`src/rtl/dual_issue_defs.svh`:
```
`ifndef DUAL_ISSUE_DEFS_SVH
`define DUAL_ISSUE_DEFS_SVH

// architectural register file shape
`define DI_NREG 32
`define DI_RW   5
`define DI_XLEN 32

// major opcodes, instruction bits [31:26]
// register-register forms
`define DI_OP_ADD  6'h01
`define DI_OP_SUB  6'h02
`define DI_OP_AND  6'h03
`define DI_OP_OR   6'h04
`define DI_OP_XOR  6'h05
`define DI_OP_SLT  6'h06

// 12-bit immediate forms
`define DI_OP_ADDI 6'h0a
`define DI_OP_ANDI 6'h0d
`define DI_OP_ORI  6'h0e

`endif

```
`src/rtl/dual_issue_pkg.sv`:
```
`include "dual_issue_defs.svh"

package dual_issue_pkg;

    // register-register view of an instruction word
    typedef struct packed {
        logic [5:0]         opcode;
        logic [10:0]        unused;
        logic [`DI_RW-1:0]  rk;
        logic [`DI_RW-1:0]  rj;
        logic [`DI_RW-1:0]  rd;
    } r_fmt_t;

    // immediate view, imm12 sits where rk and part of the spare bits were
    typedef struct packed {
        logic [5:0]         opcode;
        logic [3:0]         unused;
        logic [11:0]        imm12;
        logic [`DI_RW-1:0]  rj;
        logic [`DI_RW-1:0]  rd;
    } i_fmt_t;

    typedef union packed {
        r_fmt_t r_fmt;
        i_fmt_t i_fmt;
    } inst_u;

    typedef enum logic [2:0] {
        ALU_NOP = 3'd0,
        ALU_ADD = 3'd1,
        ALU_SUB = 3'd2,
        ALU_AND = 3'd3,
        ALU_OR  = 3'd4,
        ALU_XOR = 3'd5,
        ALU_SLT = 3'd6
    } alu_op_e;

    typedef struct packed {
        logic                valid;
        alu_op_e             op;
        logic [`DI_RW-1:0]   rd;
        logic [`DI_RW-1:0]   rj;
        logic [`DI_RW-1:0]   rk;
        logic                use_imm;
        logic [`DI_XLEN-1:0] imm;
        logic                writes;
    } uop_t;

    // inst0 is older in program order
    typedef struct packed {
        inst_u inst0;
        inst_u inst1;
    } pair_t;

    typedef struct packed {
        logic                valid;
        alu_op_e             op;
        logic [`DI_RW-1:0]   rd;
        logic                writes;
        logic [`DI_XLEN-1:0] src_a;
        logic [`DI_XLEN-1:0] src_b;
    } exe_slot_t;

    typedef struct packed {
        logic                valid;
        logic [`DI_RW-1:0]   rd;
        logic [`DI_XLEN-1:0] value;
    } wb_t;

endpackage

```
`src/rtl/issue_split.sv`:
```
`timescale 1ns/1ns
`include "dual_issue_defs.svh"

module issue_split (
    input  logic                      clk,
    input  logic                      rstn,
    input  logic                      dec_valid,
    input  dual_issue_pkg::uop_t      uop0,
    input  dual_issue_pkg::uop_t      uop1,
    output logic                      dec_take,
    output logic [3:0][`DI_RW-1:0]    rd_addr,
    input  logic [3:0][`DI_XLEN-1:0]  rd_data,
    input  dual_issue_pkg::wb_t       fwd_ex0,
    input  dual_issue_pkg::wb_t       fwd_ex1,
    input  dual_issue_pkg::wb_t       res0,
    input  dual_issue_pkg::wb_t       res1,
    output dual_issue_pkg::exe_slot_t exe0,
    output dual_issue_pkg::exe_slot_t exe1
);

    // set while the younger half of a split pair is still waiting
    logic                      second_q;
    logic                      dep;
    dual_issue_pkg::uop_t      lane_a;
    dual_issue_pkg::exe_slot_t slot0_d;
    dual_issue_pkg::exe_slot_t slot1_d;

    // checked oldest to youngest so the last hit wins
    function automatic logic [`DI_XLEN-1:0] fwd_pick(
        input logic [`DI_RW-1:0]   addr,
        input logic [`DI_XLEN-1:0] rf_val
    );
        logic [`DI_XLEN-1:0] v;
        v = rf_val;
        if (res0.valid && res0.rd == addr) v = res0.value;
        if (res1.valid && res1.rd == addr) v = res1.value;
        if (fwd_ex0.valid && fwd_ex0.rd == addr) v = fwd_ex0.value;
        if (fwd_ex1.valid && fwd_ex1.rd == addr) v = fwd_ex1.value;
        return v;
    endfunction

    function automatic dual_issue_pkg::exe_slot_t build_slot(
        input dual_issue_pkg::uop_t u,
        input logic                 issue,
        input logic [`DI_XLEN-1:0]  rf_a,
        input logic [`DI_XLEN-1:0]  rf_b
    );
        dual_issue_pkg::exe_slot_t s;
        s.valid  = issue;
        s.op     = u.op;
        s.rd     = u.rd;
        s.writes = u.writes;
        s.src_a  = fwd_pick(u.rj, rf_a);
        s.src_b  = u.use_imm ? u.imm : fwd_pick(u.rk, rf_b);
        return s;
    endfunction

    // inst1 reads what inst0 writes, so the pair has to split
    assign dep = uop0.writes &&
                 ((uop0.rd == uop1.rj) || (!uop1.use_imm && (uop0.rd == uop1.rk)));

    // lane 0 carries inst1 during the second half of a split
    assign lane_a   = second_q ? uop1 : uop0;
    assign dec_take = dec_valid && (second_q || !dep);

    assign rd_addr[0] = lane_a.rj;
    assign rd_addr[1] = lane_a.rk;
    assign rd_addr[2] = uop1.rj;
    assign rd_addr[3] = uop1.rk;

    always_comb begin
        slot0_d = build_slot(lane_a, lane_a.valid, rd_data[0], rd_data[1]);
        slot1_d = build_slot(uop1, uop1.valid && !second_q && !dep, rd_data[2], rd_data[3]);
    end

    always_ff @(posedge clk or negedge rstn) begin
        if (!rstn) begin
            second_q <= 1'b0;
            exe0     <= '0;
            exe1     <= '0;
        end else begin
            second_q <= dec_valid && !second_q && dep;
            exe0     <= slot0_d;
            exe1     <= slot1_d;
        end
    end

endmodule

```
`config.mk`:
```
export PLATFORM = sky130hd
export DESIGN_NAME = issue_split
export DESIGN_NICKNAME = d
export VERILOG_FILES = /design/src/rtl/dual_issue_pkg.sv /design/src/rtl/issue_split.sv
export VERILOG_INCLUDE_DIRS = /design/src /design/src/rtl
export SDC_FILE = /design/constraint.sdc
export NUM_CORES = 1
export LEC_CHECK = 0
export ABC_CLOCK_PERIOD_IN_PS = 2550
export BUFFER_PORTS_ARGS = -buffer_cell sky130_fd_sc_hd__buf_4
export CORE_AREA = 2 2 217 219
export DETAILED_ROUTE_END_ITERATION = 6
export DIE_AREA = 0 0 219 221
export PLACE_DENSITY = 0.6
export RECOVER_POWER = 25
export SLEW_MARGIN = 20
export SYNTH_ARGS = -nofsm -noshare
export SYNTH_HDL_FRONTEND = slang
export SYNTH_SLANG_ARGS = --single-unit
```
`constraint.sdc`:
```
create_clock -name clk -period 2.55 [get_ports clk]
set_input_delay 0.51 -clock clk [delete_from_list [all_inputs] [get_ports clk]]
set_output_delay 0.51 -clock clk [all_outputs]
set_load 0.05 [all_outputs]
```
==> reports/metrics.csv <==
metric,value,unit
run status,"complete, but fails checks",
failing checks,"capacitance limit, slew limit, setup timing",
Max-Cap Viols,1,
initial antenna violation count,3,
critical path cell sequence,buf_12 -> buf_8 -> mux2i_4 -> buf_6 -> xor2_1 -> nand2_1 -> or4_4 -> buf_12 -> clkbuf_16 -> o211ai_1 -> o22ai_2,
Setup Skew,13.1,ps
Clock transition at path regs,70,ps
first-pass GRT wire length,96800,um
Root Buffer Master,clkbuf_16,
static leakage,8.54,nW
layout cells sized above 1,0.475,
hpwl dp,51100,um
Longest Clk Path Bufs,2,
CTS tree,done,
fillers,4595,
Pre-antenna DRT Iters,6,
Slew @ Worst Pin,1780,ps
Peak supply drop,0.000418,V
post-route setup slack,-18.8,ps
CP required,2880,ps
row count,79,
hold-fix buffers at CTS,0,
"area leader, netlist",dfrtp_1,
core area,46100,sq um
yosys warns,0,
pwr/cell area,467,nW/um^2
CP max stage delay,540,ps
Nets,2253,
CP Max Fanout,8,
TritonCTS Buffers,17,
total routed wirelength,71300,um
Mean Syn Cell Area,9.12,sq um
hold path startpoint,uop1[0],
Setup crit end kind,flip-flop,
GPL Wtd Cong,0.942,
Syn-to-layout area delta,64.7,%
"Clk Latency, worst-skew pair",470,ps
number of H-tree levels,4,
hold path cells,1,
drt via density,5.75,
Post-Syn Area,11400,sq um
Worst R2R Path Depth,11,
"Seq/Total Area, Yosys",0.326,
fraction of registers with async set/reset,1.00,
critical path class,reg -> reg,
fmax,389,MHz
Yosys cell types,49,
CP dominant cell by count,buf_12,
Post-Syn Instances,1253,
Worst R2R Start,second_q,
#FFs+latches synth,149,
"EDFF count, synth",0,
Final setup viols,4,
Port Buffers,557,
IO Pins,558,
final period utilization,1.01,
syn_nets,1642,
post-route minimum period,2570,ps
Tot Pwr,8.78,mW
critical path's slowest cell,dfrtp_4,
total count of hold-check failures in the final report,0,
Synth Flop Type,dfrtp_1,
utilization after layout,0.408,
drt drc,0,
initial DRC count,1914,
Initial Util,0.248,
Die X,219,um
total gr overflow,0,
unrepaired setup endpoints after global routing,yes,
die height,221,um
relative slew slack,-0.189,
Synth top area share,0.326,
area of the multi-input gates,7310,sq um
Hold Crit Class,in -> reg,
total track usage,0.272,
synth top area cells,"dfrtp_1, mux2i_1, o211a_1",
Worst Path Arrival,2900,ps
die area,48400,sq um
Setup crit start,second_q,
Final ANT Viol Nets,0,
routed len/inst,28.7,um
register area,3730,sq um
vias after detailed routing,14300,
largest net degree at the start of global routing,58,
Slew Limit Fails,57,
Critical Path Start Type,flip-flop,
total clock sinks,149,
vias in the first global route,14400,
==> layer usage <==
layer	global-route usage	vias up	routed length, um
li1	-	5965	-
met1	0.346	6932	27900
met2	0.442	1139	32700
met3	0.0635	265	7270
met4	0.111	2	3430
met5	0	-	13
==> cells in the mapped netlist (11+ instances only) <==
master and count:
o211a_1 51, o211ai_1 68, nand3_1 31, a31oi_1 32, nor2b_1 12, o221ai_1 55
xnor2_1 32, a221o_1 32, o22ai_1 26, o21ai_0 59, buf_4 20, buf_2 23
nor4_1 11, inv_1 43, nand2b_1 36, dfrtp_1 149, nand2_1 16, mux2i_1 90
a211oi_1 46, a21oi_1 60, clkbuf_1 92, mux2_2 41, nor2_1 82, xor2_1 58
==> sequential cells by signal, summed over array words and instances, names as in the netlist <==
| signal | cells |
|---|---|
| exe1 | 74 |
| exe0 | 74 |
| second_q | 1 |
==> area by class of cell <==
class,count,share of cell area
diodes,2,0.000266
repair buffers,739,0.333
clock inverters,11,0.00679
well taps,607,0.0404
inverters,43,0.00858
flip-flops and latches,149,0.198
clock buffers,21,0.0240
multi-input cells,914,0.389
==> final timing paths <==
| path | end | slack, ps |
|---|---|---|
| worst max-delay path | exe0[46] | -20 |
| worst min-delay path | exe1[64] | 180 |
| worst max register to register | exe0[46] | -20 |
| worst min register to register | exe0[64] | 1090 |
| max in group asynchronous | exe0[57] | 530 |
| min in group asynchronous | exe1[11] | 520 |
==> where the power goes <==
group | switching, mW | internal (mW)
logic | 2.12 | 1.36
clock network | 1.15 | 1.47
registers | 0.102 | 2.58
==> cell families (layout without fill, tap and decap cells) <==
family | Yosys count | after routing | share of synthesized area
compound gates | 460 | 460 | 0.299
simple gates | 222 | 223 | 0.0987
buf+inv | 191 | 814 | 0.0745
flops | 149 | 149 | 0.326
mux | 141 | 141 | 0.133
xor+xnor | 90 | 90 | 0.0690
other cells | 0 | 2 | 0
==> worst max-delay path: cells and delay by family, from the launching register on <==
family	cells	cell delay, ps
AO/OA/AOI/OAI	2	250
flip-flops	1	540
XOR/XNOR	1	140
AND/OR/NAND/NOR	2	530
multiplexers	1	220
buffers and inverters	5	760
==> what timing repair did <==
item | in CTS | in global routing
gates cloned | 0 | 15
gates resized for setup | 24 | 76
endpoints found under the setup margin | 62 | 63
pin swaps | 4 | 28
buffers inserted | 11 | 13
==> through the flow <==
stage	setup WS, ps	hold slack, ps	std cells	instance area [sq um]	setup TNS, ps
floorplan	62.7	214	1253	11400	0
global placement	-205	565	2414	17300	-4720
detailed placement	-241	569	2414	17300	-6630
CTS	5.30	54.6	2457	18100	0
global route	-121	153	2484	18800	-1450
finish	-18.8	176	2486	18800	-45.6
==> layout by cell type, fill, tap and decap left out, types with 5 or more instances in the layout <==
master and n:
nor2_2 7, o22ai_2 6, a211oi_1 41, clkbuf_4 7, buf_12 38, nor3_1 6
o211a_1 50, clkbuf_1 8, o221ai_1 55, mux2i_4 6, nand2b_1 33, mux2_2 41
o21ai_1 11, o211ai_1 68, nor2_1 72, o2bb2ai_1 9, nand3_1 29, nor2b_1 10
o21ai_0 50, xor2_1 57, buf_4 656, clkbuf_16 27, inv_1 43, o221a_1 8
o22ai_1 20, a31oi_4 5, a31oi_1 27, buf_6 17, dfrtp_1 148, and2_1 5
a221o_1 32, a21oi_1 59, nor4_1 8, nand2_1 12, xnor2_1 27, mux2i_1 89
a31o_2 9
No activity file was read; power rests on OpenSTA's default activity.
