$ cat config.mk
export PLATFORM = sky130hd
export DESIGN_NAME = alu_execute
export DESIGN_NICKNAME = d
export VERILOG_FILES = /design/src/rtl/dual_issue_pkg.sv /design/src/rtl/alu_execute.sv
export VERILOG_INCLUDE_DIRS = /design/src /design/src/rtl
export SDC_FILE = /design/constraint.sdc
export NUM_CORES = 1
export LEC_CHECK = 0
export BUFFER_PORTS_ARGS = -buffer_cell sky130_fd_sc_hd__buf_2
export CAP_MARGIN = 30
export CELL_PAD_IN_SITES_DETAIL_PLACEMENT = 0
export CELL_PAD_IN_SITES_GLOBAL_PLACEMENT = 2
export CORE_UTILIZATION = 31
export DETAILED_ROUTE_END_ITERATION = 12
export PLACE_DENSITY = 0.94
export SETUP_SLACK_MARGIN = 0.3
export SYNTH_ARGS = -nofsm -noshare
export SYNTH_HDL_FRONTEND = slang
export SYNTH_SLANG_ARGS = --single-unit
$ cat constraint.sdc
create_clock -name clk -period 3.3 [get_ports clk]
set_input_delay 0.165 -clock clk [delete_from_list [all_inputs] [get_ports clk]]
set_output_delay 0.165 -clock clk [all_outputs]
set_load 0.02 [all_outputs]
$ cat src/rtl/dual_issue_defs.svh
`ifndef DUAL_ISSUE_DEFS_SVH
`define DUAL_ISSUE_DEFS_SVH

// architectural register file shape
`define DI_NREG 32
`define DI_RW   5
`define DI_XLEN 32

// major opcodes, instruction bits [31:26]
// register-register forms
`define DI_OP_ADD  6'h01
`define DI_OP_SUB  6'h02
`define DI_OP_AND  6'h03
`define DI_OP_OR   6'h04
`define DI_OP_XOR  6'h05
`define DI_OP_SLT  6'h06

// 12-bit immediate forms
`define DI_OP_ADDI 6'h0a
`define DI_OP_ANDI 6'h0d
`define DI_OP_ORI  6'h0e

`endif

$ cat src/rtl/dual_issue_pkg.sv
`include "dual_issue_defs.svh"

package dual_issue_pkg;

    // register-register view of an instruction word
    typedef struct packed {
        logic [5:0]         opcode;
        logic [10:0]        unused;
        logic [`DI_RW-1:0]  rk;
        logic [`DI_RW-1:0]  rj;
        logic [`DI_RW-1:0]  rd;
    } r_fmt_t;

    // immediate view, imm12 sits where rk and part of the spare bits were
    typedef struct packed {
        logic [5:0]         opcode;
        logic [3:0]         unused;
        logic [11:0]        imm12;
        logic [`DI_RW-1:0]  rj;
        logic [`DI_RW-1:0]  rd;
    } i_fmt_t;

    typedef union packed {
        r_fmt_t r_fmt;
        i_fmt_t i_fmt;
    } inst_u;

    typedef enum logic [2:0] {
        ALU_NOP = 3'd0,
        ALU_ADD = 3'd1,
        ALU_SUB = 3'd2,
        ALU_AND = 3'd3,
        ALU_OR  = 3'd4,
        ALU_XOR = 3'd5,
        ALU_SLT = 3'd6
    } alu_op_e;

    typedef struct packed {
        logic                valid;
        alu_op_e             op;
        logic [`DI_RW-1:0]   rd;
        logic [`DI_RW-1:0]   rj;
        logic [`DI_RW-1:0]   rk;
        logic                use_imm;
        logic [`DI_XLEN-1:0] imm;
        logic                writes;
    } uop_t;

    // inst0 is older in program order
    typedef struct packed {
        inst_u inst0;
        inst_u inst1;
    } pair_t;

    typedef struct packed {
        logic                valid;
        alu_op_e             op;
        logic [`DI_RW-1:0]   rd;
        logic                writes;
        logic [`DI_XLEN-1:0] src_a;
        logic [`DI_XLEN-1:0] src_b;
    } exe_slot_t;

    typedef struct packed {
        logic                valid;
        logic [`DI_RW-1:0]   rd;
        logic [`DI_XLEN-1:0] value;
    } wb_t;

endpackage

$ cat src/rtl/alu_execute.sv
`timescale 1ns/1ns
`include "dual_issue_defs.svh"

module alu_execute (
    input  logic                      clk,
    input  logic                      rstn,
    input  dual_issue_pkg::exe_slot_t exe0,
    input  dual_issue_pkg::exe_slot_t exe1,
    output dual_issue_pkg::wb_t       fwd_ex0,
    output dual_issue_pkg::wb_t       fwd_ex1,
    output dual_issue_pkg::wb_t       res0,
    output dual_issue_pkg::wb_t       res1
);

    function automatic logic [`DI_XLEN-1:0] alu(
        input dual_issue_pkg::alu_op_e op,
        input logic [`DI_XLEN-1:0]     a,
        input logic [`DI_XLEN-1:0]     b
    );
        logic [`DI_XLEN-1:0] r;
        case (op)
            dual_issue_pkg::ALU_ADD: r = a + b;
            dual_issue_pkg::ALU_SUB: r = a - b;
            dual_issue_pkg::ALU_AND: r = a & b;
            dual_issue_pkg::ALU_OR:  r = a | b;
            dual_issue_pkg::ALU_XOR: r = a ^ b;
            // signed compare, result is 0 or 1
            dual_issue_pkg::ALU_SLT: r = {{(`DI_XLEN-1){1'b0}}, $signed(a) < $signed(b)};
            default:                 r = '0;
        endcase
        return r;
    endfunction

    // same lane logic on both slots
    function automatic dual_issue_pkg::wb_t lane(input dual_issue_pkg::exe_slot_t s);
        dual_issue_pkg::wb_t w;
        w.valid = s.valid && s.writes;
        w.rd    = s.rd;
        w.value = alu(s.op, s.src_a, s.src_b);
        return w;
    endfunction

    always_comb begin
        fwd_ex0 = lane(exe0);
        fwd_ex1 = lane(exe1);
    end

    always_ff @(posedge clk or negedge rstn) begin
        if (!rstn) begin
            res0 <= '0;
            res1 <= '0;
        end else begin
            res0 <= fwd_ex0;
            res1 <= fwd_ex1;
        end
    end

endmodule

==> metrics.txt <==
# TYPE chip_impl_metric gauge
chip_impl_metric{name="syn-cell-area",unit="um2"} 11900
chip_impl_metric{name="power_after_layout",unit="mW"} 5.73
chip_impl_metric{name="grt_pass1_vias",unit=""} 14100
chip_impl_metric{name="initial_utilization",unit=""} 0.316
chip_impl_metric{name="clkTransAtPathRegs",unit="ns"} 0.06
chip_impl_metric{name="dp.final_hpwl",unit="um"} 36600
chip_impl_metric{name="syn_area_per_cell",unit="um2"} 7.43
chip_impl_metric{name="layout_worst_path_cycle_share",unit=""} 1.02
chip_impl_metric{name="drc",unit=""} 0
chip_impl_metric{name="final_layout_size_suffix_gt1_frac",unit=""} 0.425
chip_impl_metric{name="count_of_flip_flops_with_a_built_in_enable_after_synthesis",unit=""} 0
chip_impl_info{name="worst_hold_path_type",value="in2reg"} 1
chip_impl_metric{name="yosysUniqueCellTypes",unit=""} 86
chip_impl_metric{name="yosys_register_bits",unit=""} 76
chip_impl_metric{name="cap_viol_max_count",unit=""} 0
chip_impl_metric{name="period_needed",unit="ns"} 3.36
chip_impl_info{name="outcome",value="finished, violations left"} 1
chip_impl_metric{name="grt_start_max_net_pins",unit=""} 66
chip_impl_metric{name="gr_usage_total",unit=""} 0.244
chip_impl_metric{name="global_route_wire_length_before_repair",unit="um"} 74300
chip_impl_info{name="critical_path.endpoint_type",value="output port"} 1
chip_impl_info{name="netlist_top_cells_area",value="ha_1 21%, dfrtp_1 16%, a21oi_1 6.4%"} 1
chip_impl_metric{name="grt_antenna_before_repair",unit=""} 1
chip_impl_metric{name="route.detailed.wl_per_inst",unit="um"} 18.7
chip_impl_metric{name="pre_repair_dr_iteration_count",unit=""} 5
chip_impl_metric{name="detail_route.iter0.violations",unit=""} 955
chip_impl_metric{name="worstPathRequired",unit="ns"} 3.13
chip_impl_metric{name="die-area",unit="um2"} 39300
chip_impl_metric{name="seq_area_frac_synth",unit=""} 0.159
chip_impl_metric{name="die-height",unit="um"} 198
chip_impl_metric{name="synthArstFlopShare",unit=""} 1.00
chip_impl_info{name="topRoutingLayerUsed",value="met4"} 1
chip_impl_metric{name="timing.fmax",unit="GHz"} 0.298
chip_impl_metric{name="cts_sinks",unit=""} 76
chip_impl_metric{name="design.core.area",unit="um2"} 37800
chip_impl_metric{name="crit_arrival",unit="ns"} 3.19
chip_impl_metric{name="ir_drop",unit="mV"} 0.292
chip_impl_metric{name="worst_pin_slew",unit="ns"} 0.783
chip_impl_metric{name="cts_htree_levels",unit=""} 3
chip_impl_metric{name="syn_to_final_growth",unit="%"} 56.6
chip_impl_info{name="netlist.top_cell.by_area",value="ha_1"} 1
chip_impl_metric{name="wirelength_met1",unit="um"} 20000
chip_impl_metric{name="drt_wl_total",unit="um"} 49500
chip_impl_metric{name="setup_viol",unit=""} 3
chip_impl_metric{name="slew_headroom",unit=""} 0.477
chip_impl_metric{name="chipWidth",unit="um"} 198
chip_impl_metric{name="vias_per_cell",unit=""} 5.36
chip_impl_info{name="setup_repair_after_global_routing_missed_its_margin",value="true"} 1
chip_impl_metric{name="wl_met2",unit="um"} 25000
chip_impl_metric{name="finalMaxSlewViolations",unit=""} 0
chip_impl_metric{name="ant_nets",unit=""} 0
chip_impl_metric{name="via_total_after_detailed_routing",unit=""} 14200
chip_impl_metric{name="timing.final.hold_violations",unit=""} 0
chip_impl_metric{name="synth_top_area_frac",unit=""} 0.210
chip_impl_metric{name="synth.yosys.warnings",unit=""} 0
chip_impl_info{name="tritoncts",value="built"} 1
chip_impl_metric{name="met3_wire_len",unit="um"} 2580
chip_impl_metric{name="ctsLongestPathBuffers",unit=""} 2
chip_impl_metric{name="io-pin-count",unit=""} 302
chip_impl_info{name="cts_root_buf",value="clkbuf_16"} 1
chip_impl_metric{name="netlist_instances",unit=""} 1605
chip_impl_metric{name="power_leakage",unit="nW"} 8.94
chip_impl_metric{name="total_global_routing_overflow",unit=""} 0
chip_impl_metric{name="power_density",unit="nW/um2"} 307
chip_impl_metric{name="place_area",unit="um2"} 15200
chip_impl_metric{name="cts_buffers",unit=""} 9
chip_impl_metric{name="gp_congestion",unit=""} 0.979
chip_impl_info{name="violations_in_the_final_reports",value="negative setup slack"} 1
chip_impl_metric{name="cp_max_fo",unit=""} 3
chip_impl_metric{name="final_area",unit="um2"} 18700
chip_impl_metric{name="num_rows",unit=""} 71
chip_impl_info{name="worst_setup_path_start_kind",value="input port"} 1
chip_impl_info{name="crit_type",value="in2out"} 1
chip_impl_info{name="synthFlopType",value="dfrtp_1"} 1
chip_impl_metric{name="io_buffers",unit=""} 301
chip_impl_metric{name="post-route-worst-setup-slack",unit="ns"} -0.0551
chip_impl_metric{name="nets",unit=""} 2484
chip_impl_metric{name="mappedNetlistNets",unit=""} 1959
[where the power goes]
part           total (mW)  switching (mW)  internal, mW  leakage (nW)
logic                3.54            1.98          1.55          7.86
registers            1.08          0.0290          1.05         0.937
clock network        1.11           0.501         0.611         0.142
total                5.73            2.51          3.21          8.94
[final timing paths]
kind	slack [ns]	cells past startpoint	from	to
worst max-delay path	-0.06	14	exe1[0]	fwd_ex1[30]
worst min-delay path	0.02	2	exe1[64]	res1[37]$_DFF_PN0_
min in group asynchronous	0.20	2	rstn	res0[7]$_DFF_PN0_
max in group asynchronous	2.31	4	rstn	res0[35]$_DFF_PN0_
[placed cells by master (no fill, tap or decap), types with 11 or more instances in the layout]
master / instances
buf_8: 12
and3_1: 12
a21o_1: 31
dfrtp_1: 76
buf_2: 240
o21ai_2: 22
mux2i_1: 11
nand2b_1: 23
o21bai_1: 24
o21ai_1: 14
a21oi_1: 134
nor2_1: 109
nand3_1: 19
xnor2_1: 16
o21ai_0: 80
nor3_1: 20
a21oi_2: 16
ha_1: 154
a22oi_1: 31
a221oi_2: 11
nor2b_1: 13
nand2_1: 83
buf_6: 71
o211ai_1: 54
inv_2: 22
o22ai_1: 13
buf_4: 282
dlygate4sd3_1: 13
a31oi_1: 18
inv_1: 165
ha_4: 36
[cells by family after synthesis]
family / after synthesis / synth area share
buffers and inverters: 310 / 0.103
multiplexers: 13 / 0.0111
AO/OA/AOI/OAI: 623 / 0.353
flip-flops: 76 / 0.159
adder cells (fa/ha/maj): 204 / 0.217
XOR/XNOR: 19 / 0.0140
AND/OR/NAND/NOR: 360 / 0.143
[layer usage]
metal	vias up	GRT usage
li1	6771	-
met1	6777	0.282
met2	510	0.434
met3	120	0.0410
met4	0	0.114
met5	-	0
[cell type report]
cell class / count / area [um2]
inverters: 202 / 817
well taps: 511 / 639
clock buffers: 10 / 239
diodes: 1 / 2.50
flip-flops and latches: 76 / 1900
repair buffers: 622 / 4520
fillers: 3625 / 19100
multi-input cells: 1219 / 10500
clock inverters: 6 / 70.1
[critical path, stage by stage]
cell and delay (ns):
buf_8 0.10, ha_4 0.16, fa_2 0.38, a211oi_4 0.26, o211ai_1 0.17, nand2_2 0.14, a31oi_4 0.11, a221o_1 0.43
a211o_1 0.30, a211o_1 0.28, a21oi_2 0.15, xor2_1 0.09, o221ai_2 0.29, buf_6 0.17
[cell usage after synthesis (all sizes together), types with 23 or more instances]
cell type and n:
o21bai 31, nand3 24, a221oi 23, nand2 86
dfrtp 76, nand2b 23, ha 200, buf 28
o21ai 122, inv 202, a22oi 31, clkbuf 80
nor2 121, a21oi 155, a21o 31, o211ai 54
nor3 24, a31oi 29
[per-stage QoR]
step / worst slack [ns] / utilization / setup TNS [ns] / hold WS (ns) / std cells
floorplan: 0.301 / - / 0 / -0.131 / 1605
global placement: -0.180 / 0.403 / -1.13 / 0.283 / 2522
detailed placement: -0.196 / 0.404 / -1.79 / 0.285 / 2523
CTS: -0.122 / 0.457 / -0.254 / 0.000959 / 2599
global route: -0.170 / 0.495 / -0.614 / 0.0229 / 2647
finish: -0.0551 / 0.495 / -0.0762 / 0.0208 / 2647
[registers in the layout, summed over array words and instances, names as in the netlist]
name  flops
res0     38
res1     38
[repair_timing]
| item | CTS | global route |
|---|---|---|
| endpoints found under the setup margin | 39 | 40 |
| pin swaps | 114 | 131 |
| cloned | 0 | 1 |
| hold endpoints to repair | 75 | 0 |
| hold buffers | 13 | 0 |
| resized for setup | 288 | 223 |
| buffers inserted | 47 | 45 |
(Power assumes the default switching activity.)
