==> src/rtl/dual_issue_defs.svh <==
`ifndef DUAL_ISSUE_DEFS_SVH
`define DUAL_ISSUE_DEFS_SVH

// architectural register file shape
`define DI_NREG 32
`define DI_RW   5
`define DI_XLEN 32

// major opcodes, instruction bits [31:26]
// register-register forms
`define DI_OP_ADD  6'h01
`define DI_OP_SUB  6'h02
`define DI_OP_AND  6'h03
`define DI_OP_OR   6'h04
`define DI_OP_XOR  6'h05
`define DI_OP_SLT  6'h06

// 12-bit immediate forms
`define DI_OP_ADDI 6'h0a
`define DI_OP_ANDI 6'h0d
`define DI_OP_ORI  6'h0e

`endif

==> src/rtl/dual_issue_pkg.sv <==
`include "dual_issue_defs.svh"

package dual_issue_pkg;

    // register-register view of an instruction word
    typedef struct packed {
        logic [5:0]         opcode;
        logic [10:0]        unused;
        logic [`DI_RW-1:0]  rk;
        logic [`DI_RW-1:0]  rj;
        logic [`DI_RW-1:0]  rd;
    } r_fmt_t;

    // immediate view, imm12 sits where rk and part of the spare bits were
    typedef struct packed {
        logic [5:0]         opcode;
        logic [3:0]         unused;
        logic [11:0]        imm12;
        logic [`DI_RW-1:0]  rj;
        logic [`DI_RW-1:0]  rd;
    } i_fmt_t;

    typedef union packed {
        r_fmt_t r_fmt;
        i_fmt_t i_fmt;
    } inst_u;

    typedef enum logic [2:0] {
        ALU_NOP = 3'd0,
        ALU_ADD = 3'd1,
        ALU_SUB = 3'd2,
        ALU_AND = 3'd3,
        ALU_OR  = 3'd4,
        ALU_XOR = 3'd5,
        ALU_SLT = 3'd6
    } alu_op_e;

    typedef struct packed {
        logic                valid;
        alu_op_e             op;
        logic [`DI_RW-1:0]   rd;
        logic [`DI_RW-1:0]   rj;
        logic [`DI_RW-1:0]   rk;
        logic                use_imm;
        logic [`DI_XLEN-1:0] imm;
        logic                writes;
    } uop_t;

    // inst0 is older in program order
    typedef struct packed {
        inst_u inst0;
        inst_u inst1;
    } pair_t;

    typedef struct packed {
        logic                valid;
        alu_op_e             op;
        logic [`DI_RW-1:0]   rd;
        logic                writes;
        logic [`DI_XLEN-1:0] src_a;
        logic [`DI_XLEN-1:0] src_b;
    } exe_slot_t;

    typedef struct packed {
        logic                valid;
        logic [`DI_RW-1:0]   rd;
        logic [`DI_XLEN-1:0] value;
    } wb_t;

endpackage

==> src/rtl/inst_decode.sv <==
`timescale 1ns/1ns
`include "dual_issue_defs.svh"

module inst_decode (
    input  logic                  clk,
    input  logic                  rstn,
    input  logic                  pair_req,
    input  dual_issue_pkg::pair_t pair,
    output logic                  pair_ack,
    input  logic                  dec_take,
    output logic                  dec_valid,
    output dual_issue_pkg::uop_t  uop0,
    output dual_issue_pkg::uop_t  uop1
);

    dual_issue_pkg::pair_t pair_q;
    logic                  load;

    // one word into a micro-op, the opcode picks which union view to trust
    function automatic dual_issue_pkg::uop_t decode_word(
        input dual_issue_pkg::inst_u w,
        input logic                  v
    );
        dual_issue_pkg::uop_t u;
        u       = '0;
        u.valid = v;
        u.op    = dual_issue_pkg::ALU_NOP;
        case (w.r_fmt.opcode)
            `DI_OP_ADD:  u.op = dual_issue_pkg::ALU_ADD;
            `DI_OP_SUB:  u.op = dual_issue_pkg::ALU_SUB;
            `DI_OP_AND:  u.op = dual_issue_pkg::ALU_AND;
            `DI_OP_OR:   u.op = dual_issue_pkg::ALU_OR;
            `DI_OP_XOR:  u.op = dual_issue_pkg::ALU_XOR;
            `DI_OP_SLT:  u.op = dual_issue_pkg::ALU_SLT;
            `DI_OP_ADDI: begin
                u.op      = dual_issue_pkg::ALU_ADD;
                u.use_imm = 1'b1;
            end
            `DI_OP_ANDI: begin
                u.op      = dual_issue_pkg::ALU_AND;
                u.use_imm = 1'b1;
            end
            `DI_OP_ORI: begin
                u.op      = dual_issue_pkg::ALU_OR;
                u.use_imm = 1'b1;
            end
            default: u.op = dual_issue_pkg::ALU_NOP;
        endcase
        // unknown opcodes keep all register fields at zero and read nothing
        if (u.op != dual_issue_pkg::ALU_NOP) begin
            if (u.use_imm) begin
                u.rd  = w.i_fmt.rd;
                u.rj  = w.i_fmt.rj;
                u.imm = {{(`DI_XLEN-12){w.i_fmt.imm12[11]}}, w.i_fmt.imm12};
            end else begin
                u.rd = w.r_fmt.rd;
                u.rj = w.r_fmt.rj;
                u.rk = w.r_fmt.rk;
            end
        end
        u.writes = (u.rd != '0) && (u.op != dual_issue_pkg::ALU_NOP);
        return u;
    endfunction

    // decode register free when empty or being drained this cycle
    assign load = pair_req && !pair_ack && (!dec_valid || dec_take);

    always_ff @(posedge clk or negedge rstn) begin
        if (!rstn) begin
            pair_ack  <= 1'b0;
            dec_valid <= 1'b0;
            pair_q    <= '0;
        end else begin
            // ack goes up with the load, down once req is seen low
            if (load) begin
                pair_ack <= 1'b1;
            end else if (!pair_req) begin
                pair_ack <= 1'b0;
            end
            if (load) begin
                dec_valid <= 1'b1;
                pair_q    <= pair;
            end else if (dec_take) begin
                dec_valid <= 1'b0;
            end
        end
    end

    assign uop0 = decode_word(pair_q.inst0, dec_valid);
    assign uop1 = decode_word(pair_q.inst1, dec_valid);

endmodule

==> config.mk <==
export PLATFORM = sky130hd
export DESIGN_NAME = inst_decode
export DESIGN_NICKNAME = d
export VERILOG_FILES = /design/src/rtl/dual_issue_pkg.sv /design/src/rtl/inst_decode.sv
export VERILOG_INCLUDE_DIRS = /design/src /design/src/rtl
export SDC_FILE = /design/constraint.sdc
export NUM_CORES = 1
export LEC_CHECK = 0
export BUFFER_PORTS_ARGS = -buffer_cell sky130_fd_sc_hd__buf_2
export CAP_MARGIN = 20
export CORE_ASPECT_RATIO = 0.9
export CORE_MARGIN = 8
export CORE_UTILIZATION = 45
export CTS_CLUSTER_SIZE = 30
export DETAILED_ROUTE_END_ITERATION = 12
export PLACE_DENSITY_LB_ADDON = 0.1
export SYNTH_ARGS = -nofsm -noshare
export SYNTH_HDL_FRONTEND = slang
export SYNTH_SLANG_ARGS = --single-unit
export TNS_END_PERCENT = 10
==> constraint.sdc <==
create_clock -name clk -period 2.8 [get_ports clk]
set_input_delay 0.56 -clock clk [delete_from_list [all_inputs] [get_ports clk]]
set_output_delay 0.56 -clock clk [all_outputs]
set_load 0.02 [all_outputs]
==> results.toml, run 1 <==
[clocking]
numCtsBuffers = 9
ctsHoldBuffers = 0
cts_tree = "yes"
cts-root-buf = "clkbuf_8"
clock_sinks = 58
worst_skew_pair.late_latency_ns = 0.33
clock_tree.buffer_depth = 2
cts.clk_slew.worst_paths_ns = 0.06
cts.htree.levels = 3

[layout]
n_fill_cell = 616
insertedDiodeCount = 0
synthToLayoutAreaGrowth_pct = 24.8
final_core_util_pct = 57.5
fin_nets = 477
layout-drive-gt1-share_pct = 51.3

[route]
post_drt_wl_per_cell_um = 15.1
detail_route.wirelength_um = 7640
vias = 2403
drt-initial-drc-count = 62
post_drt_via_cell_ratio = 4.75
ant_nets = 0
dr.pass1.iters = 4
detail_route.drc_violations = 0

[placement]
globalplace.congestion = 0.708
place.detailed.hpwl_um = 5950
place.port_buffers = 167

[synth]
synth_seq_area_share_pct = 45.0
mappedNetlistArea_mm2 = 0.00323
postSynth.asyncResetShare_pct = 100
synth_enable_flop_cells = 0
post_synthesis_average_cell_area_um2 = 11.4
synthFlopType = "dfrtp_1"
mappedNetlistNets = 351
yosys_warns = 0
synth.ff_latch_count = 58
yosysUniqueCellTypes = 38
synth_cells = 283

[worst_hold_path]
holdCritPathClass = "in -> async"

[floorplanning]
design.core.area_mm2 = 0.00700
die_h_um = 96.3
fp.dieArea_mm2 = 0.0101
floorplan.initialDensity_pct = 46.1
io-pin-count = 176
rows = 29
die_x_um = 105

[power_and_ir_drop]
share_clk_of_total_power_pct = 29.0
power.total_uw = 2710
power_frac_comb_pct = 28.9
power.switching_uw = 874
p_int_uw = 1840
switching_share_pct = 32.2
p_per_area_mw_per_mm2 = 673
vdd_ir_drop_max_v = 0.000380
leakagePower_uw = 0.00216
p_seq_share_pct = 42.1

[sta]
worstMarginPinSlew_ns = 0.623
finalSetupViolCount = 0
max-slew-margin-rel_pct = 58.5
max_clock_freq_ghz = 0.394
rsz_0062_raised_after_global_routing = "false"
final_period_minus_worst_setup_slack_ns = 2.54
finalCritPeriodShare_pct = 90.6
fin_hold_ws_ns = 0.239
slew_violations = 0
post_route_setup_tns_ns = 0
skew_ns = 0.00450
final_hold_viol_count = 0

[flow_run]
max_cap_viol_count = 0

[worst_setup_path]
critPathCapture = "uop1[29]"
worst_r2r_startpoint = "dec_valid$_DFFE_PN0P_"
reg2reg_setup_slack_ns = 1.16
setup.worst_path.start = "pair_q[27]$_DFFE_PN0P_"
end_kind = "primary output"
critical_path_required_ns = 2.24
cp_data_arrival_time_ns = 1.98
worstReg2RegEnd = "pair_q[62]$_DFFE_PN0P_"
timing.setup.critical_path_class = "reg -> out"
reg2reg_depth = 4
crit_path_start_kind = "register"
critical_path_peak_fanout = 21

[global_routing]
pin_count_of_the_biggest_net_entering_global_routing = 31
number_of_antenna_violations_at_the_first_check_in_global_routing = 0
via_count_of_the_first_global_routing_pass = 2488
global_route.overflow_total = 0
global_route_wire_length_before_repair_um = 12300
total_track_usage_pct = 15.0

[outcome]
result_of_the_run = "completed"
[timing repair]
| action | CTS | global route |
|---|---|---|
| resized for setup | 0 | 1 |
| setup endpoints to repair | 0 | 21 |
| hold endpoints to repair | 0 | 0 |
| setup buffers | 0 | 0 |
[power groups by stage]
stage / registers [µW] / clock network (µW) / logic (µW)
after floorplan: 1080 / 0 / 643
after global placement: 1150 / 0 / 788
after detailed placement: 1160 / 0 / 795
after CTS: 1140 / 816 / 799
after global routing: 1170 / 847 / 863
final: 1140 / 787 / 782
[worst max-delay path, stage by stage, from the launching register on]
cell and delay, ns:
dfrtp_1 0.49, nor2b_1 0.21, o211a_1 0.38, and2_2 0.35
buf_2 0.22
[cell usage in the layout (no fill, tap or decap), types with 2 or more instances in the layout]
cell type	count
a21oi_1	2
a32oi_1	2
and2_1	43
buf_2	167
buf_4	8
clkbuf_8	12
dfrtp_1	58
inv_1	3
mux2_1	40
mux2_2	16
nand2_1	3
nand2b_1	4
nand3_1	2
nor2_1	7
nor2b_1	3
nor3_1	6
nor3b_1	10
o21a_1	2
o21ai_0	2
or4_1	2
[worst min-delay path by stage]
stage | to | slack, ns | depth (start not counted)
CTS | pair_q[15]$_DFFE_PN0P_ | 0.26 | 1
floorplan | dec_valid$_DFFE_PN0P_ | 0.26 | 0
global route | pair_q[15]$_DFFE_PN0P_ | 0.28 | 1
detailed placement | pair_q[53]$_DFFE_PN0P_ | 0.47 | 1
finish | pair_q[16]$_DFFE_PN0P_ | 0.24 | 1
global placement | pair_q[51]$_DFFE_PN0P_ | 0.46 | 1
[final cells by class]
cell class	instances	area [µm²]	share of cell area, %
Sequential cell	58	1450	36.0
Clock inverter	2	35.0	0.870
Timing Repair Buffer	175	896	22.2
Clock buffer	13	169	4.19
Inverter	3	11.3	0.280
Multi-Input combinational cell	162	1350	33.5
Tap cell	93	116	2.89
[per-stage QoR]
stage                     setup slack, ns  instances  area [µm²]
after floorplan                     0.466        283        3230
after global placement              0.515        491        3820
after detailed placement            0.451        491        3820
after CTS                          0.0809        506        4030
after global routing               0.0713        506        4030
final                               0.263        506        4030
[per-layer routing]
metal | global-route usage, % | up-vias | share of wire [%] | routed length [µm]
li1 | - | 1159 | - | -
met1 | 16.1 | 1132 | 39 | 2980
met2 | 24.0 | 103 | 47 | 3570
met3 | 10.0 | 9 | 13 | 999
met4 | 4.39 | 0 | 1.2 | 92
met5 | 0 | - | 0 | 0
[Yosys cell counts, types with 2 or more instances]
| master | instances | area share (%) |
|---|---|---|
| nand2b_1 | 4 | 0.78 |
| and2_1 | 44 | 8.5 |
| o21ai_0 | 2 | 0.31 |
| nor2b_1 | 3 | 0.58 |
| buf_4 | 47 | 11 |
| nor2_1 | 7 | 0.81 |
| buf_2 | 11 | 1.7 |
| nor3b_1 | 10 | 2.3 |
| mux2_1 | 40 | 14 |
| a21oi_1 | 2 | 0.31 |
| a32oi_1 | 2 | 0.54 |
| or4_1 | 2 | 0.47 |
| dfrtp_1 | 58 | 45 |
| nand3_1 | 2 | 0.31 |
| nand2_1 | 3 | 0.35 |
| nor3_1 | 6 | 0.93 |
| inv_1 | 3 | 0.35 |
| mux2_2 | 16 | 5.6 |
| o21a_1 | 2 | 0.47 |
[cells by family after synthesis]
group	synth area share [%]
AOI/OAI and AO/OA	3.37
buffers and inverters	13.5
DFF	45.0
muxes	20.3
and+or+nand+nor	17.9
[flip-flops by register name, summed over array words and instances (netlist names)]
register   flops
dec_valid      1
pair_ack       1
pair_q        56
Power figures use the tool's default switching activity.
==> run 2, diff against run 1 <==
--- a/config.mk
+++ b/config.mk
@@ -14,6 +14,7 @@
 export CTS_CLUSTER_SIZE = 30
 export DETAILED_ROUTE_END_ITERATION = 12
 export PLACE_DENSITY_LB_ADDON = 0.1
+export SETUP_SLACK_MARGIN = 0.4
 export SYNTH_ARGS = -nofsm -noshare
 export SYNTH_HDL_FRONTEND = slang
 export SYNTH_SLANG_ARGS = --single-unit
==> run 2 against run 1 <==
Fmax increased by 6.2%. Sequential share of layout area decreased by 1.3 points. Die area unchanged. Global-route usage increased by 0.36 points. Setup slack improved by 0.15 ns. Clock power about the same. Hold slack improved by 0.0053 ns.
==> results.toml, run 2 (synthesized netlist as in run 1, its figures left out) <==
[outcome]
result_of_the_run = "completed"

[clocking]
numCtsBuffers = 9
cts.htree.levels = 3
worst_skew_pair.late_latency_ns = 0.33
ctsHoldBuffers = 0
clock_sinks = 58
cts.clk_slew.worst_paths_ns = 0.06
cts_tree = "yes"
clock_tree.buffer_depth = 2
cts-root-buf = "clkbuf_8"

[layout]
fin_nets = 483
final-seq-area_mm2 = 0.00146
multi_input_area_mm2 = 0.00140
layout-drive-gt1-share_pct = 56.3
synthToLayoutAreaGrowth_pct = 30.3
top_register = "pair_q"
n_fill_cell = 609
max_reg_flops = 56
biggestRegsByFlops = "pair_q (56), dec_valid (1), pair_ack (1)"
mostFrequentLayoutCells = "buf_2, dfrtp_1, mux2_1, and2_1, mux2_2"
layout.cells.most_common = "buf_2"
insertedDiodeCount = 0

[sta]
slew_violations = 0
max-slew-margin-rel_pct = 58.2
finalSetupViolCount = 0
setup_slack_ns = 0.410
max_clock_freq_ghz = 0.418
finalCritPeriodShare_pct = 85.3
final_hold_viol_count = 0
final_period_minus_worst_setup_slack_ns = 2.39
post_route_setup_tns_ns = 0
rsz_0062_raised_after_global_routing = "true"
skew_ns = 0.00475
worstMarginPinSlew_ns = 0.627

[power_and_ir_drop]
leakagePower_uw = 0.00220
p_per_area_mw_per_mm2 = 671
vdd_ir_drop_max_v = 0.000380

[route]
detail_route.wirelength_um = 7890
post_drt_via_cell_ratio = 4.71
drt-initial-drc-count = 47
post_drt_wl_per_cell_um = 15.4
vias = 2409
dr.pass1.iters = 4
detail_route.drc_violations = 0
ant_nets = 0

[floorplanning]
design.core.area_mm2 = 0.00700
fp.dieArea_mm2 = 0.0101
die_h_um = 96.3
io-pin-count = 176
die_x_um = 105
rows = 29
floorplan.initialDensity_pct = 46.1

[worst_setup_path]
timing.setup.critical_path_class = "reg -> out"
cp_data_arrival_time_ns = 1.83
critical_path_required_ns = 2.24
critical_path_peak_fanout = 6
setup.worst_path.start = "pair_q[60]$_DFFE_PN0P_"
crit_path_start_kind = "register"
worst_r2r_startpoint = "dec_valid$_DFFE_PN0P_"
end_kind = "primary output"

[flow_run]
max_cap_viol_count = 0

[global_routing]
pin_count_of_the_biggest_net_entering_global_routing = 31
global_route_wire_length_before_repair_um = 12600
global_route.overflow_total = 0
via_count_of_the_first_global_routing_pass = 2497
number_of_antenna_violations_at_the_first_check_in_global_routing = 0
total_track_usage_pct = 15.4

[placement]
globalplace.congestion = 0.708
placement_setup_slack_ns = 0.451
place.port_buffers = 167
place.detailed.hpwl_um = 5950

[worst_hold_path]
holdCritPathClass = "in -> async"
## run 2: critical path, stage by stage, from the launching register on
cell,delay [ns]
dfrtp_2,0.42
mux2_4,0.32
a221oi_4,0.35
buf_6,0.18
and2_4,0.14
buf_6,0.11
## run 2: power breakdown
| part | leakage, µW | internal, µW | switching [µW] | total, µW |
|---|---|---|---|---|
| combinational | 0.00142 | 425 | 467 | 893 |
| sequential | 0.000672 | 1010 | 131 | 1140 |
| clock | 0.000106 | 478 | 308 | 786 |
## run 2: path summary, 6_finish.rpt
check,slack (ns),to,cells after the start
min in group clk,0.44,pair_q[42]$_DFFE_PN0P_,2
worst max-delay path,0.41,uop0[39],5
worst min register to register,0.48,pair_q[51]$_DFFE_PN0P_,1
worst min-delay path,0.24,pair_q[16]$_DFFE_PN0P_,1
max in group asynchronous,1.85,pair_q[60]$_DFFE_PN0P_,2
worst max register to register,1.16,pair_q[62]$_DFFE_PN0P_,4
## run 2: routing by layer
metal,wire [µm],up-vias,part of all wire (%),global-route usage (%)
met2,3670,95,46,24.5
met4,86,0,1.1,4.39
li1,-,1173,-,-
met1,3180,1132,40,16.7
met5,0,-,0,0
met3,958,9,12,10.0
## run 2: layout make-up
| type | count | share of cell area [%] |
|---|---|---|
| tap | 93 | 2.77 |
| timing repair buffer | 181 | 24.0 |
| sequential | 58 | 34.7 |
| inverter | 3 | 0.268 |
| clock buffer | 13 | 4.02 |
| clock inverter | 2 | 0.833 |
| multi-input combinational | 162 | 33.4 |
## run 2: per-stage QoR
step / total power [µW] / cell area (µm²) / util, % / hold WS (ns) / std cells
floorplan: 1730 / 3230 / - / 0.264 / 283
global placement: 1930 / 3820 / 54.6 / 0.460 / 491
detailed placement: 1950 / 3820 / 54.6 / 0.467 / 491
CTS: 2840 / 4160 / 59.4 / 0.257 / 511
global route: 2990 / 4200 / 60.0 / 0.279 / 512
finish: 2820 / 4200 / 60.0 / 0.244 / 512
## run 2: timing repair
item                                    4_1_cts  5_1_grt
resized for setup                            36       12
endpoints found under the hold margin         0        0
endpoints found under the setup margin       56       76
gates cloned                                  1        0
pin swaps                                     5        2
setup buffers                                 4        1
==> run 3, diff against run 2 <==
--- a/config.mk
+++ b/config.mk
@@ -6,6 +6,7 @@
 export SDC_FILE = /design/constraint.sdc
 export NUM_CORES = 1
 export LEC_CHECK = 0
+export ABC_AREA = 1
 export BUFFER_PORTS_ARGS = -buffer_cell sky130_fd_sc_hd__buf_2
 export CAP_MARGIN = 20
 export CORE_ASPECT_RATIO = 0.9
==> run 3 against run 2 <==
Clock power down 8.1%. Highest routed layer is now met5. Power up 33%. First-iteration DRC count up 110%. Register-to-register slack better by 0.15 ns. Largest power group is now combinational cells.
==> results.toml, run 3 <==
[layout]
fin_nets = 593
biggestRegsByFlops = "pair_q (56), dec_valid (1), pair_ack (1)"
insertedDiodeCount = 0
final-seq-area_mm2 = 0.00145
layout-drive-gt1-share_pct = 48.2
max_reg_flops = 56
synthToLayoutAreaGrowth_pct = 33.6
multi_input_area_mm2 = 0.00131
n_fill_cell = 683
layout.cells.most_common = "buf_2"
top_register = "pair_q"
mostFrequentLayoutCells = "buf_2, nor2_1, dfrtp_1, inv_1, a21oi_1"

[global_routing]
global_route.overflow_total = 0
global_route_wire_length_before_repair_um = 13200
via_count_of_the_first_global_routing_pass = 2788
total_track_usage_pct = 15.9
number_of_antenna_violations_at_the_first_check_in_global_routing = 1
pin_count_of_the_biggest_net_entering_global_routing = 94

[worst_setup_path]
crit_path_cell_trace = "inv_1, nor2_1, nand3_4, nand2_2, nor2_4, nand2_4, inv_4, nor2_1, buf_2"
timing.critical_path.buf_inv = 3
cell_count_along_the_critical_path = 9
worstReg2RegEnd = "pair_q[11]$_DFFE_PN0P_"
cp_data_arrival_time_ns = 1.80
timing.setup.critical_path_class = "reg -> out"
crit_top_cell = "nor2_1"
critical-path-slowest-cell = "dfrtp_1"
reg2reg_setup_slack_ns = 1.31
worst_r2r_startpoint = "dec_valid$_DFFE_PN0P_"
critPathCapture = "uop1[45]"
crit_path_start_kind = "register"
reg2reg_depth = 4
critical_path.max_stage_delay_ns = 0.44
end_kind = "primary output"
critical_path_peak_fanout = 10
setup.worst_path.start = "pair_q[29]$_DFFE_PN0P_"
critical_path_required_ns = 2.24
crit_family = "simple AND/OR/NAND/NOR gates"

[synth]
synth_cells = 386
synth.top_cells.by_count = "nor2_1, dfrtp_1, inv_1, buf_4, a21oi_1"
synthMostInstantiatedCell = "nor2_1"
synth_top_cells_by_area = "dfrtp_1, nor2_1, buf_4"
netlist.top_cell.by_area = "dfrtp_1"
yosys_warns = 0
mappedNetlistNets = 454
synth.ff_latch_count = 58
postSynth.asyncResetShare_pct = 100
synthFlopType = "dfrtp_1"
yosysUniqueCellTypes = 25
synth_seq_area_share_pct = 45.4
mappedNetlistArea_mm2 = 0.00320
netlist.area_leader.share_pct = 45.4
post_synthesis_average_cell_area_um2 = 8.28
synth_enable_flop_cells = 0

[sta]
post_route_setup_tns_ns = 0
max_clock_freq_ghz = 0.424
slew_violations = 0
worstMarginPinSlew_ns = 0.723
fin_hold_ws_ns = 0.285
final_hold_viol_count = 0
finalCritPeriodShare_pct = 84.1
final_period_minus_worst_setup_slack_ns = 2.36
finalSetupViolCount = 0
max-slew-margin-rel_pct = 51.8
rsz_0062_raised_after_global_routing = "true"
skew_ns = 0.00817

[power_and_ir_drop]
vdd_ir_drop_max_v = 0.000566
p_per_area_mw_per_mm2 = 876
leakagePower_uw = 0.00259

[placement]
globalplace.congestion = 0.842
place.port_buffers = 167
place.detailed.hpwl_um = 6130

[clocking]
cts-root-buf = "clkbuf_8"
clock_sinks = 58
cts.htree.levels = 3
numCtsBuffers = 9
cts_tree = "yes"
cts.clk_slew.worst_paths_ns = 0.07
worst_skew_pair.late_latency_ns = 0.33
clock_tree.buffer_depth = 2
ctsHoldBuffers = 0

[floorplanning]
floorplan.initialDensity_pct = 45.9
design.core.area_mm2 = 0.00697
die_x_um = 105
fp.dieArea_mm2 = 0.0101
die_h_um = 96.0
rows = 29
io-pin-count = 176

[route]
ant_nets = 0
drt-initial-drc-count = 98
post_drt_wl_per_cell_um = 13.9
detail_route.drc_violations = 0
vias = 2879
dr.pass1.iters = 4
detail_route.wirelength_um = 8630
post_drt_via_cell_ratio = 4.63

[worst_hold_path]
holdCritPathClass = "in -> async"

[outcome]
result_of_the_run = "completed"

[flow_run]
max_cap_viol_count = 0
## run 3: cell count changes in the layout (fill, tap and decap cells not counted), moves of 7 or more
cell and delta:
buf_6 -11, inv_1 +51, nand3_1 +7, nor3b_1 -10
buf_2 -9, buf_4 +14, and2_4 -10, and2_1 -34
nor2_4 +15, nor2_1 +71, nand2_1 +28, mux2_1 -40
a21oi_1 +33
## run 3: layer usage
layer  vias up  part of all wire (%)  wire (µm)  global-route usage, %
met5         -                 0.093          8                      0
li1       1435                     -          -                      -
met2       102                    47       4070                   25.9
met4         2                   1.0         90                   5.34
met3        11                    12       1020                   9.10
met1      1329                    40       3450                   17.4
## run 3: cell families after synthesis
kind of cell	share of synthesized area [%]
simple gates	21.1
flops	45.4
compound gates	6.50
mux	7.40
buf+inv	19.6
## run 3: cell type report
class	instances	area share, %
Sequential cell	58	34.0
Multi-Input combinational cell	219	30.6
Timing Repair Buffer	176	22.6
Inverter	61	5.60
Clock buffer	13	4.19
Tap cell	93	2.72
Clock inverter	2	0.234
## run 3: power breakdown
group | internal [µW] | switching (µW)
logic | 607 | 1130
registers | 1110 | 166
clock network | 410 | 312
## run 3: worst min-delay path by stage
| stage | start | to |
|---|---|---|
| 2_1_floorplan | rstn | dec_valid$_DFFE_PN0P_ |
| 3_3_place_gp | pair_ack$_DFFE_PN0P_ | pair_ack$_DFFE_PN0P_ |
| 3_5_place_dp | pair_ack$_DFFE_PN0P_ | pair_ack$_DFFE_PN0P_ |
| 4_1_cts | rstn | pair_q[14]$_DFFE_PN0P_ |
| 5_1_grt | rstn | pair_q[14]$_DFFE_PN0P_ |
| 6_report | rstn | pair_q[14]$_DFFE_PN0P_ |
## run 3: stage by stage
stage / instance area [µm²] / power, µW / util [%] / cells / setup slack [ns]
3_5_place_dp: 3790 / 2850 / 54.5 / 594 / 0.441
6_report: 4270 / 3740 / 61.3 / 622 / 0.444
2_1_floorplan: 3210 / 2470 / - / 386 / 0.402
3_3_place_gp: 3790 / 2810 / 54.5 / 594 / 0.529
5_1_grt: 4270 / 4010 / 61.3 / 622 / 0.311
4_1_cts: 4030 / 3620 / 57.8 / 612 / 0.356
## run 3: what timing repair did
action	4_1_cts	5_1_grt
gates resized for setup	4	53
hold endpoints to repair	0	0
cloned	3	4
setup endpoints to repair	68	96
pin swaps	2	11
buffers inserted	0	6
## run 3: worst reg2reg max path: cells and delay by family, from the launching register on
kind | cells | cell delay (ns)
mux | 1 | 0.42
flops | 1 | 0.38
buf+inv | 1 | 0.35
simple gates | 2 | 0.22
